[config.mk]
export PLATFORM = sky130hd
export DESIGN_NAME = frame_mem_top
export DESIGN_NICKNAME = d
export VERILOG_FILES = /design/src/rtl/frame_mem_pkg.sv /design/src/rtl/buffer_rotation.sv /design/src/rtl/pixel_address.sv /design/src/rtl/bank_arbiter.sv /design/src/rtl/client_return.sv /design/src/rtl/frame_mem_top.sv
export SDC_FILE = /design/constraint.sdc
export NUM_CORES = 1
export LEC_CHECK = 0
export ABC_AREA = 1
export BUFFER_PORTS_ARGS = -buffer_cell sky130_fd_sc_hd__buf_2
export CORE_AREA = 2 2 155 157
export DETAILED_ROUTE_END_ITERATION = 7
export DIE_AREA = 0 0 157 159
export PLACE_DENSITY = 0.9
export SYNTH_ARGS = -nofsm -noshare
export SYNTH_HDL_FRONTEND = slang
export SYNTH_SLANG_ARGS = --single-unit
[constraint.sdc]
create_clock -name clk -period 6.55 [get_ports clk]
set_input_delay 0.3275 -clock clk [delete_from_list [all_inputs] [get_ports clk]]
set_output_delay 0.3275 -clock clk [all_outputs]
set_load 0.01 [all_outputs]
[src/rtl/frame_mem_pkg.sv]
`default_nettype none

package frame_mem_pkg;

	// image geometry, two pixels per memory word
	localparam int IMG_WIDTH  = 640;
	localparam int IMG_HEIGHT = 480;
	localparam int ROW_WORDS  = IMG_WIDTH / 2;
	localparam int SLOT_WORDS = ROW_WORDS * IMG_HEIGHT;
	localparam int NUM_SLOTS  = 3;

	// coordinate and memory widths
	localparam int X_W    = $clog2(IMG_WIDTH);
	localparam int Y_W    = $clog2(IMG_HEIGHT);
	localparam int SLOT_W = $clog2(NUM_SLOTS);
	localparam int ADDR_W = $clog2(NUM_SLOTS * SLOT_WORDS);
	localparam int WORD_W = 36;

	// one-hot client codes, also used as bank command tags
	localparam int CLIENT_W = 3;
	localparam logic [CLIENT_W-1:0] CLIENT_NONE = 3'b000;
	localparam logic [CLIENT_W-1:0] CLIENT_NTSC = 3'b100;
	localparam logic [CLIENT_W-1:0] CLIENT_VGA  = 3'b010;
	localparam logic [CLIENT_W-1:0] CLIENT_LPF  = 3'b001;

endpackage

`default_nettype wire

[src/rtl/buffer_rotation.sv]
`default_nettype none

module buffer_rotation (
	input  logic                         clk,
	input  logic                         reset,
	input  logic                         frame_flag,
	output logic                         capt_bank,
	output logic                         proc_bank,
	output logic                         nexd_bank,
	output logic                         disp_bank,
	output logic [frame_mem_pkg::SLOT_W-1:0] capt_slot,
	output logic [frame_mem_pkg::SLOT_W-1:0] proc_slot,
	output logic [frame_mem_pkg::SLOT_W-1:0] nexd_slot,
	output logic [frame_mem_pkg::SLOT_W-1:0] disp_slot
);

	import frame_mem_pkg::*;

	// all four roles move together on the frame flag
	always_ff @(posedge clk) begin
		if (reset) begin
			capt_bank <= 1'b0;
			capt_slot <= SLOT_W'(0);
			proc_bank <= 1'b0;
			proc_slot <= SLOT_W'(1);
			nexd_bank <= 1'b1;
			nexd_slot <= SLOT_W'(0);
			disp_bank <= 1'b1;
			disp_slot <= SLOT_W'(1);
		end else if (frame_flag) begin
			// finished capture waits as next-display
			capt_bank <= proc_bank;
			capt_slot <= proc_slot;
			proc_bank <= disp_bank;
			proc_slot <= disp_slot;
			nexd_bank <= capt_bank;
			nexd_slot <= capt_slot;
			disp_bank <= nexd_bank;
			disp_slot <= nexd_slot;
		end
	end

	// the capture writer must never overwrite the frame on screen
	a_capt_not_disp: assert property (
		@(posedge clk) disable iff (reset)
		!(capt_bank == disp_bank && capt_slot == disp_slot)
	) else $error("capture and display roles share a buffer");

endmodule

`default_nettype wire

[src/rtl/pixel_address.sv]
`default_nettype none

module pixel_address (
	input  logic [frame_mem_pkg::X_W-1:0]    x,
	input  logic [frame_mem_pkg::Y_W-1:0]    y,
	input  logic [frame_mem_pkg::SLOT_W-1:0] slot,
	output logic [frame_mem_pkg::ADDR_W-1:0] addr
);

	import frame_mem_pkg::*;

	logic [ADDR_W-1:0] row_off;
	logic [ADDR_W-1:0] col_off;
	logic [ADDR_W-1:0] slot_off;

	// line offset, constant multiply
	assign row_off = ADDR_W'(y) * ADDR_W'(ROW_WORDS);

	// two pixels share a word, so drop the low x bit
	assign col_off = ADDR_W'(x[X_W-1:1]);

	// base of the image slot within the bank
	assign slot_off = ADDR_W'(slot) * ADDR_W'(SLOT_WORDS);

	assign addr = row_off + col_off + slot_off;

endmodule

`default_nettype wire

[src/rtl/bank_arbiter.sv]
`default_nettype none

module bank_arbiter #(
	parameter int BANK = 0
) (
	input  logic                             clk,
	input  logic                             reset,
	input  logic                             ntsc_flag,
	input  logic                             vga_flag,
	input  logic                             lpf_flag,
	input  logic                             lpf_wr,
	input  logic [frame_mem_pkg::ADDR_W-1:0]   ntsc_addr,
	input  logic [frame_mem_pkg::ADDR_W-1:0]   vga_addr,
	input  logic [frame_mem_pkg::ADDR_W-1:0]   lpf_addr,
	input  logic [frame_mem_pkg::WORD_W-1:0]   ntsc_pixel,
	input  logic [frame_mem_pkg::WORD_W-1:0]   lpf_pixel_write,
	input  logic                             capt_bank,
	input  logic                             disp_bank,
	input  logic                             proc_bank,
	output logic [frame_mem_pkg::ADDR_W-1:0]   mem_addr,
	output logic [frame_mem_pkg::WORD_W-1:0]   mem_write,
	output logic                             mem_wr,
	output logic [frame_mem_pkg::CLIENT_W-1:0] grant
);

	import frame_mem_pkg::*;

	localparam logic BANK_SEL = 1'(BANK);

	logic sel_ntsc;
	logic sel_vga;
	logic sel_lpf;

	// fixed priority: capture, then display, then filter
	always_comb begin
		sel_ntsc = ntsc_flag && (capt_bank == BANK_SEL);
		sel_vga  = vga_flag && (disp_bank == BANK_SEL) && !sel_ntsc;
		sel_lpf  = lpf_flag && (proc_bank == BANK_SEL) && !sel_ntsc && !sel_vga;
	end

	// registered command and its client tag
	always_ff @(posedge clk) begin
		if (reset) begin
			mem_addr <= '0;
			mem_wr   <= 1'b0;
			grant    <= CLIENT_NONE;
		end else if (sel_ntsc) begin
			mem_addr <= ntsc_addr;
			mem_wr   <= 1'b1;
			grant    <= CLIENT_NTSC;
		end else if (sel_vga) begin
			mem_addr <= vga_addr;
			mem_wr   <= 1'b0;
			grant    <= CLIENT_VGA;
		end else if (sel_lpf) begin
			mem_addr <= lpf_addr;
			mem_wr   <= lpf_wr;
			grant    <= CLIENT_LPF;
		end else begin
			mem_addr <= '0;
			mem_wr   <= 1'b0;
			grant    <= CLIENT_NONE;
		end
	end

	// write data, left alone on a display read
	always_ff @(posedge clk) begin
		if (sel_ntsc)
			mem_write <= ntsc_pixel;
		else if (sel_lpf)
			mem_write <= lpf_pixel_write;
		else if (!sel_vga)
			mem_write <= '0;
	end

	a_grant_onehot: assert property (
		@(posedge clk) disable iff (reset)
		$onehot0(grant)
	) else $error("bank %0d granted more than one client", BANK);

	// the display client only ever reads
	a_vga_read_only: assert property (
		@(posedge clk) disable iff (reset)
		mem_wr |-> grant != CLIENT_VGA
	) else $error("bank %0d wrote on a display grant", BANK);

endmodule

`default_nettype wire

[src/rtl/client_return.sv]
`default_nettype none

module client_return (
	input  logic                             clk,
	input  logic                             reset,
	input  logic [frame_mem_pkg::CLIENT_W-1:0] grant0,
	input  logic [frame_mem_pkg::CLIENT_W-1:0] grant1,
	input  logic                             write0,
	input  logic                             write1,
	input  logic [frame_mem_pkg::WORD_W-1:0]   mem0_read,
	input  logic [frame_mem_pkg::WORD_W-1:0]   mem1_read,
	output logic                             done_ntsc,
	output logic                             done_vga,
	output logic                             done_lpf,
	output logic [frame_mem_pkg::WORD_W-1:0]   vga_pixel,
	output logic [frame_mem_pkg::WORD_W-1:0]   lpf_pixel_read
);

	import frame_mem_pkg::*;

	// read tags, one slot per bank and stage
	logic [CLIENT_W-1:0] rd_code0;
	logic [CLIENT_W-1:0] rd_code1;
	logic [CLIENT_W-1:0] rd0_q1;
	logic [CLIENT_W-1:0] rd0_q2;
	logic [CLIENT_W-1:0] rd1_q1;
	logic [CLIENT_W-1:0] rd1_q2;

	// a granted command completes in the cycle it is on the bank
	assign done_ntsc = (grant0 == CLIENT_NTSC) || (grant1 == CLIENT_NTSC);
	assign done_vga  = (grant0 == CLIENT_VGA) || (grant1 == CLIENT_VGA);
	assign done_lpf  = (grant0 == CLIENT_LPF) || (grant1 == CLIENT_LPF);

	// writes return nothing
	assign rd_code0 = write0 ? CLIENT_NONE : grant0;
	assign rd_code1 = write1 ? CLIENT_NONE : grant1;

	// two stages match the sram read latency
	always_ff @(posedge clk) begin
		if (reset) begin
			rd0_q1 <= CLIENT_NONE;
			rd0_q2 <= CLIENT_NONE;
			rd1_q1 <= CLIENT_NONE;
			rd1_q2 <= CLIENT_NONE;
		end else begin
			rd0_q1 <= rd_code0;
			rd0_q2 <= rd0_q1;
			rd1_q1 <= rd_code1;
			rd1_q2 <= rd1_q1;
		end
	end

	// steer returning data to its client, otherwise hold
	always_ff @(posedge clk) begin
		if (reset) begin
			vga_pixel      <= '0;
			lpf_pixel_read <= '0;
		end else begin
			if (rd0_q2 == CLIENT_VGA)
				vga_pixel <= mem0_read;
			else if (rd1_q2 == CLIENT_VGA)
				vga_pixel <= mem1_read;

			if (rd0_q2 == CLIENT_LPF)
				lpf_pixel_read <= mem0_read;
			else if (rd1_q2 == CLIENT_LPF)
				lpf_pixel_read <= mem1_read;
		end
	end

	// a client's buffer lives in one bank, so returns never collide
	a_no_double_return: assert property (
		@(posedge clk) disable iff (reset)
		(rd0_q2 & rd1_q2) == CLIENT_NONE
	) else $error("both banks return to the same client");

endmodule

`default_nettype wire

[src/rtl/frame_mem_top.sv]
`default_nettype none

module frame_mem_top (
	input  logic                           clk,
	input  logic                           reset,
	input  logic                           frame_flag,
	// capture writer
	input  logic                           ntsc_flag,
	input  logic [frame_mem_pkg::X_W-1:0]    ntsc_x,
	input  logic [frame_mem_pkg::Y_W-1:0]    ntsc_y,
	input  logic [frame_mem_pkg::WORD_W-1:0] ntsc_pixel,
	// display reader
	input  logic                           vga_flag,
	input  logic [frame_mem_pkg::X_W-1:0]    hcount,
	input  logic [frame_mem_pkg::Y_W-1:0]    vcount,
	// filter client
	input  logic                           lpf_flag,
	input  logic                           lpf_wr,
	input  logic [frame_mem_pkg::X_W-1:0]    lpf_x,
	input  logic [frame_mem_pkg::Y_W-1:0]    lpf_y,
	input  logic [frame_mem_pkg::WORD_W-1:0] lpf_pixel_write,
	// sram banks
	input  logic [frame_mem_pkg::WORD_W-1:0] mem0_read,
	output logic [frame_mem_pkg::ADDR_W-1:0] mem0_addr,
	output logic [frame_mem_pkg::WORD_W-1:0] mem0_write,
	output logic                           mem0_wr,
	input  logic [frame_mem_pkg::WORD_W-1:0] mem1_read,
	output logic [frame_mem_pkg::ADDR_W-1:0] mem1_addr,
	output logic [frame_mem_pkg::WORD_W-1:0] mem1_write,
	output logic                           mem1_wr,
	// client results
	output logic                           done_ntsc,
	output logic                           done_vga,
	output logic                           done_lpf,
	output logic [frame_mem_pkg::WORD_W-1:0] vga_pixel,
	output logic [frame_mem_pkg::WORD_W-1:0] lpf_pixel_read
);

	import frame_mem_pkg::*;

	logic              capt_bank;
	logic              proc_bank;
	logic              disp_bank;
	logic [SLOT_W-1:0] capt_slot;
	logic [SLOT_W-1:0] proc_slot;
	logic [SLOT_W-1:0] disp_slot;

	logic [ADDR_W-1:0] ntsc_addr;
	logic [ADDR_W-1:0] vga_addr;
	logic [ADDR_W-1:0] lpf_addr;

	logic [CLIENT_W-1:0] grant0;
	logic [CLIENT_W-1:0] grant1;

	// next-display is only an internal stop in the rotation
	buffer_rotation rotation_i (
		.clk       (clk),
		.reset     (reset),
		.frame_flag(frame_flag),
		.capt_bank (capt_bank),
		.proc_bank (proc_bank),
		.nexd_bank (),
		.disp_bank (disp_bank),
		.capt_slot (capt_slot),
		.proc_slot (proc_slot),
		.nexd_slot (),
		.disp_slot (disp_slot)
	);

	pixel_address ntsc_addr_i (.x(ntsc_x), .y(ntsc_y), .slot(capt_slot), .addr(ntsc_addr));
	pixel_address vga_addr_i  (.x(hcount), .y(vcount), .slot(disp_slot), .addr(vga_addr));
	pixel_address lpf_addr_i  (.x(lpf_x), .y(lpf_y), .slot(proc_slot), .addr(lpf_addr));

	bank_arbiter #(.BANK(0)) arb0_i (
		.clk(clk), .reset(reset),
		.ntsc_flag(ntsc_flag), .vga_flag(vga_flag), .lpf_flag(lpf_flag), .lpf_wr(lpf_wr),
		.ntsc_addr(ntsc_addr), .vga_addr(vga_addr), .lpf_addr(lpf_addr),
		.ntsc_pixel(ntsc_pixel), .lpf_pixel_write(lpf_pixel_write),
		.capt_bank(capt_bank), .disp_bank(disp_bank), .proc_bank(proc_bank),
		.mem_addr(mem0_addr), .mem_write(mem0_write), .mem_wr(mem0_wr), .grant(grant0)
	);

	bank_arbiter #(.BANK(1)) arb1_i (
		.clk(clk), .reset(reset),
		.ntsc_flag(ntsc_flag), .vga_flag(vga_flag), .lpf_flag(lpf_flag), .lpf_wr(lpf_wr),
		.ntsc_addr(ntsc_addr), .vga_addr(vga_addr), .lpf_addr(lpf_addr),
		.ntsc_pixel(ntsc_pixel), .lpf_pixel_write(lpf_pixel_write),
		.capt_bank(capt_bank), .disp_bank(disp_bank), .proc_bank(proc_bank),
		.mem_addr(mem1_addr), .mem_write(mem1_write), .mem_wr(mem1_wr), .grant(grant1)
	);

	client_return return_i (
		.clk           (clk),
		.reset         (reset),
		.grant0        (grant0),
		.grant1        (grant1),
		.write0        (mem0_wr),
		.write1        (mem1_wr),
		.mem0_read     (mem0_read),
		.mem1_read     (mem1_read),
		.done_ntsc     (done_ntsc),
		.done_vga      (done_vga),
		.done_lpf      (done_lpf),
		.vga_pixel     (vga_pixel),
		.lpf_pixel_read(lpf_pixel_read)
	);

endmodule

`default_nettype wire

After elaboration in Yosys (flattened, before gate mapping)
Cells that the tools add are included.
{ "word_totals": {"inputBits": 208, "word_cells": 108, "register_bits": 214, "output_inout_bits": 187} }
{ "op_classes": {"n_mul": 6, "muxes": 28, "n_addsub": 6, "n_bitwise": 3, "n_eq_ne": 12, "reduce_logical": 27} }
{ "op_table": {"columns": ["cell", "count"], "rows": [
  ["$mux 36", 10],
  ["$mux 19", 6],
  ["$add 18x9->19", 3],
  ["$add 19x19->19", 3],
  ["$mul 9x3->12 const B", 3],
  ["$mul 2x7->8 const B", 3],
  ["$eq 3x1->1 const B", 4],
  ["$eq 3x2->1 const B", 4],
  ["$logic_and 1x1->1", 12],
  ["$mux 3", 4],
  ["$mux 1", 8],
  ["$reduce_or 2->1", 4],
  ["$eq 3x3->1 const B", 2],
  ["$ne 3x2->1 const B", 2],
  ["$reduce_or 3->1", 2],
  ["$logic_not 1->1", 4],
  ["$reduce_bool 2->1", 2],
  ["$logic_or 1x1->1", 3],
  ["$not 1->1", 3]
]} }

Longest topological paths before layout
{ "logic_depth": {"depth_word": 9, "depth_mapped": 23, "depth_no_buf": 23} }

Cells and area by module
From an unflattened synthesis, not the netlist that was laid out.
{ "unflattened": {"hier_cells": 1786, "area_unflattened_um2": 13100.1} }
{ "modules_own_cells": {"columns": ["mod", "cells_each", "seq_area_each_um2", "n_inst", "area_per_inst_um2"], "rows": [
  ["client_return", 608, 1681.6, 1, 4067.7],
  ["pixel_address", 177, 0.0, 3, 1064.8],
  ["bank_arbiter (arb1_i)", 296, 1541.5, 1, 2773.9],
  ["bank_arbiter (arb0_i)", 282, 1541.5, 1, 2586.2],
  ["buffer_rotation", 69, 240.2, 1, 478.0]
]} }

Least setup slack after synthesis
Ideal clock, no wire load.
{ "synth_timing": {"path_kind": "input to register", "from": "in lpf_y[1] in the netlist's numbering", "to": "reg arb0_i.mem_addr[16] in the netlist's numbering", "t_required_ps": 6437, "path_stages": 21, "n_path_buf": 0, "t_arrival_ps": 2804, "slack_ps": 3633, "setup_time_ps": 113, "cell_sequence": "ha_1 ha_1 inv_1 fa_1 o21ai_0 nand2_1 nand2_1 nand2_1 nand2_1 xnor2_1 inv_1 ha_1 nand2_1 nor2_1 nand3_1 nand3_1 nand2_1 nand3_1 nand2_1 nand2_1 nand2_1"} }
{ "synth_via": {"elab_chain_cells": 6} }
{ "synth_rtl": {"columns": ["item", "line_no", "source"], "rows": [
  ["start, declared", "frame_mem_top.sv:20", "input logic [frame_mem_pkg::Y_W-1:0] lpf_y,"],
  ["$mul 9x3->12", "pixel_address.sv:17", "assign row_off = ADDR_W'(y) * ADDR_W'(ROW_WORDS);"],
  ["$add 18x9->19", "pixel_address.sv:25", "assign addr = row_off + col_off + slot_off;"],
  ["$add 19x19->19", "pixel_address.sv:25", null],
  ["$mux 19", "bank_arbiter.sv:55", "end else if (sel_lpf) begin"],
  ["$mux 19", "bank_arbiter.sv:51", "end else if (sel_vga) begin"],
  ["$mux 19", "bank_arbiter.sv:47", "end else if (sel_ntsc) begin"],
  ["end signal, assigned", "bank_arbiter.sv:48", "mem_addr <= ntsc_addr;"],
  ["end signal, assigned", "bank_arbiter.sv:52", "mem_addr <= vga_addr;"],
  ["end signal, assigned", "bank_arbiter.sv:56", "mem_addr <= lpf_addr;"],
  ["end, declared", "bank_arbiter.sv:20", "output logic [frame_mem_pkg::ADDR_W-1:0] mem_addr,"]
]} }
Every way passes these cells.
A chain may end at the register's enable or synchronous reset.

Worst setup path after layout
{ "layout_timing": {"from": "reg rotation_i.capt_bank", "to": "reg arb0_i.mem_addr[7] in the netlist's numbering"} }
{ "layout_via": {"elab_chain_cells": 9, "elab_cells_between_ends": 10, "classes_between": "3 x mux; 1 x bitwise; 6 x reduce/logical"} }
{ "layout_rtl": {"columns": ["item", "line_no", "source"], "rows": [
  ["start, declared", "buffer_rotation.sv:7", "output logic capt_bank,"],
  ["start signal, assigned", "buffer_rotation.sv:32", "capt_bank <= proc_bank;"],
  ["$not 1->1 (*)", "bank_arbiter.sv:36", "sel_ntsc = ntsc_flag && (capt_bank == BANK_SEL);"],
  ["$logic_and 1x1->1 (*)", "bank_arbiter.sv:36", null],
  ["$logic_not 1->1", "bank_arbiter.sv:37, bank_arbiter.sv:38", null],
  ["$logic_and 1x1->1", "bank_arbiter.sv:37", "sel_vga = vga_flag && (disp_bank == BANK_SEL) && !sel_ntsc;"],
  ["$logic_not 1->1", "bank_arbiter.sv:38", "sel_lpf = lpf_flag && (proc_bank == BANK_SEL) && !sel_ntsc && !sel_vga;"],
  ["$logic_and 1x1->1", "bank_arbiter.sv:38", null],
  ["$mux 19", "bank_arbiter.sv:55", null],
  ["$mux 19", "bank_arbiter.sv:51", null],
  ["$mux 19 (*)", "bank_arbiter.sv:47", null]
]} }
Every way passes the cells marked *; elsewhere a longest branch is shown, timed or not.

==> summary.md <==
| Metric | Value |
|---|---|
| Num CTS Buffers | `23` |
| P_sw | `1.15 mW` |
| Max VDD drop | `between 0.15 and 0.2 mV` |
| H-tree Lvls | `1` |
| Clock skew | `0.0105 ns` |
| Gr ovfl total | `0` |
| Footprint of the multi-input gates | `about 5700 um^2` |
| Routed WL per cell | `around 19 um` |
| Mux cell area share after synthesis | `0%` |
| Final Util | `63.4%` |
| XOR/XNOR Fraction of Synth Area | `roughly 2.4%` |
| Least-Margin Pin Slew | `roughly 1.2 ns` |
| Tot GR Track Use | `a little under a third` |
| Period utilization | `between 50% and 60%` |
| Vias | `approximately 12000` |
| Final Hold Viols | `0` |
| Delay-heaviest family, CP | `simple AND/OR/NAND/NOR gates` |
| Die Ht | `about 160 um` |
| HPWL Detailed | `30500 um` |
| Final Slew Violations | `0` |
| Crit-path cells | `nor2_4 -> inv_2 -> nand3_2 -> buf_4 -> nand2_1 -> nor2_1 -> nand2_1 -> o221ai_1` |
| Buf/Inv on CP | `2` |
| CTS Hold Buffers Added | `0` |
| FFs w/ async S/R, synth | `0%` |
| Die width | `roughly 160 um` |
| Critical path class | `reg -> reg` |
| Max Clock Freq | `roughly 0.28 GHz` |
| Sequential cell area | `approximately 5000 um^2` |
| Most frequent cells in the layout | `buf_2 (390), nand2_1 (326), inv_1 (229), dfxtp_1 (142), a21oi_1 (110)` |
| CTS sink cnt | `approximately 210` |
| Clock Pin Slew Worst Setup and Hold Paths | `0.06 ns` |
| Ys Warns | `0` |
| Max FO, Critical Path | `40` |
| Worst path max stage delay | `a little over 1 ns` |
| FILL cells | `1925` |
| Setup repair bufs after CTS | `0` |
| Status | `completed` |
| Type of the worst min-delay path | `in -> reg` |
| Ports | `about 400` |
| Final #Nets | `approximately 2200` |
| Setup TNS | `0 ns` |
| Number of enable flip-flop cells after synthesis | `between 70 and 80` |
| Port-buffer cells | `391` |
| Post-DP Area | `around 14000 um^2` |
| Unrepaired setup endpoints after global routing | `no` |
| Largest family of logic cells by synthesized area | `compound AO/OA/AOI/OAI gates` |
| Synth Cell Area | `11900 um^2` |
| Area growth from synthesis to layout | `23.6%` |
| Adder-Cell Fraction of Synth Area | `about a tenth` |
| Final Power | `3.70 mW` |
| Seq cells post-synth | `roughly 210` |
| Place WS | `2.88 ns` |
| Initial antenna violation count | `10` |
| Syn nets | `between 1500 and 2000` |
| Post-route DRC violation count | `0` |
| Setup Viol. Count Final | `0` |
| Final Critical Period | `3.60 ns` |
| Rows | `56` |
| Clock tree buffer depth | `3` |
| R2r startpoint | `rotation_i.capt_bank` |
| Sw Ratio | `between 30% and 40%` |
| Worst-Skew Late Latency | `about 0.5 ns` |
| Clk root buf | `clkbuf_16` |
| Sequential cell fraction of total power | `40.8%` |
| Crit path DAT | `4.00 ns` |
| Synth Area in Compound Gates | `18.0%` |
| Mapped Avg Cell Area | `~8 um^2` |
| Post-synth cell types | `42` |
| Startpoint types | `flip-flop` |
| CTS resizes | `0` |
| Top FF cell, synth | `dfxtp_1` |
| Clock group share of total power | `between 30 and 40%` |
| Proportion of layout cells with a drive suffix above 1 | `24.5%` |
| Initial Utilization | `between 50 and 60%` |
| Register area share after synthesis | `a little over two fifths` |
| Leakage | `around 7.6 nW` |
| Worst setup EP type | `flip-flop` |
| Largest net degree at the start of global routing | `between 80 and 90` |
| Post-route ant nets | `0` |
| Syn Inst Count | `about 1500` |
| Routed vias/inst | `5.57` |
| P_int | `about 2.5 mW` |
| DRT Pass-1 Iters | `7` |
| Max stage delay cell, worst path | `nor2_1` |
| Worst slew margin | `between 20% and 30%` |
| Worst path required time | `6.96 ns` |
| Core area | `about 23000 um^2` |
| Post-route cell area | `roughly 15000 um^2` |
| Most common cell after layout, fill and taps aside | `buf_2` |
| Die ar. | `roughly 25000 um^2` |
| First DRT Iteration DRCs | `1556` |
| Max Cap Viol | `0` |
| Top cell by count, worst path | `nand2_1` |
| Post-route worst setup slack | `about 3 ns` |
| Pwr/cell area | `251 nW/um^2` |
| Hold path start | `lpf_wr` |
| Routed WL | `41200 um` |
| Synth Area in Simple Gates | `about 18%` |
| First-pass GRT wire length | `between 60000 and 70000 um` |
| Combinational power share | `~26%` |
| Routability Congestion | `0.970` |
| Setup crit start | `rotation_i.capt_bank` |
| CTS tree | `built` |
| Vias in the first global route | `roughly 12000` |
[worst reg2reg max path, delay by kind of cell, from the launching register on]
family	cells	cell delay, ns
simple gates	5	2.17
buf+inv	2	0.83
flops	1	0.36
compound gates	1	0.15
[metal layers]
| layer | GRT usage (%) | part of all wire (%) |
|---|---|---|
| met1 | 37.7 | 37 |
| met5 | 0 | 0 |
| met3 | 9.01 | 11 |
| met4 | 16.8 | 5.6 |
| met2 | 51.9 | 47 |
[registers in the layout (all words and copies together), names as in the netlist, 2 cells and up]
| register | count |
|---|---|
| arb0_i.mem_write | 36 |
| arb1_i.mem_write | 36 |
| return_i.lpf_pixel_read | 36 |
| return_i.vga_pixel | 36 |
| arb0_i.mem_addr | 19 |
| arb1_i.mem_addr | 19 |
| arb0_i.grant | 3 |
| arb1_i.grant | 3 |
| return_i.rd0_q1 | 3 |
| return_i.rd0_q2 | 3 |
| return_i.rd1_q1 | 3 |
| return_i.rd1_q2 | 3 |
| rotation_i.capt_slot | 2 |
| rotation_i.disp_slot | 2 |
| rotation_i.nexd_slot | 2 |
| rotation_i.proc_slot | 2 |
[power groups by stage]
stage | combinational, mW | clock, mW | sequential [mW]
floorplan | 0.561 | 0 | 1.58
global placement | 0.914 | 0 | 1.53
detailed placement | 0.934 | 0 | 1.54
CTS | 0.941 | 1.24 | 1.51
global route | 1.06 | 1.29 | 1.52
finish | 0.955 | 1.24 | 1.51
[Yosys cell counts, types with 10 or more instances]
cell type	n	share of area, %
nand4_1	10	0.53
clkbuf_1	37	1.2
dfxtp_1	142	24
nor2_1	51	1.6
nand2_1	326	10
a21oi_1	110	4.6
o22ai_1	65	3.4
buf_6	10	0.95
xor2_1	18	1.3
nand3_1	82	3.4
ha_1	81	8.5
buf_2	11	0.46
o21ai_1	64	2.7
o21ai_0	101	4.2
xnor2_1	14	1.0
inv_1	230	7.2
edfxtp_1	72	18
[final cells by class]
class,count,share of cell area (%)
multi-input combinational,1001,38.5
sequential,214,34.0
timing repair buffer,397,13.6
inverter,240,6.12
clock buffer,32,4.41
tap,319,2.71
clock inverter,8,0.425
antenna,11,0.187
[kinds of logic (layout without fill, tap and decap cells)]
kind of cell / after synthesis / after routing
simple gates: 500 / 500
compound gates: 382 / 382
buf+inv: 302 / 677
flops: 214 / 214
fa+ha+maj: 87 / 87
xor+xnor: 32 / 32
other cells: 0 / 11
[stage by stage]
step,hold slack (ns),std cells
after floorplan,0.388,1517
after global placement,0.390,2171
after detailed placement,0.397,2171
after CTS,0.0242,2211
after global routing,0.0355,2217
final,0.0410,2222
[path summary, 6_finish.rpt]
check / slack (ns) / end / cells past startpoint
setup / recovery: 2.95 / arb0_i.mem_addr[7] / 8
hold / removal: 0.04 / arb0_i.mem_wr / 3
setup reg to reg: 2.95 / arb0_i.mem_addr[7] / 8
hold reg to reg: 0.40 / return_i.rd0_q2[1] / 2
Power figures use the tool's default switching activity.
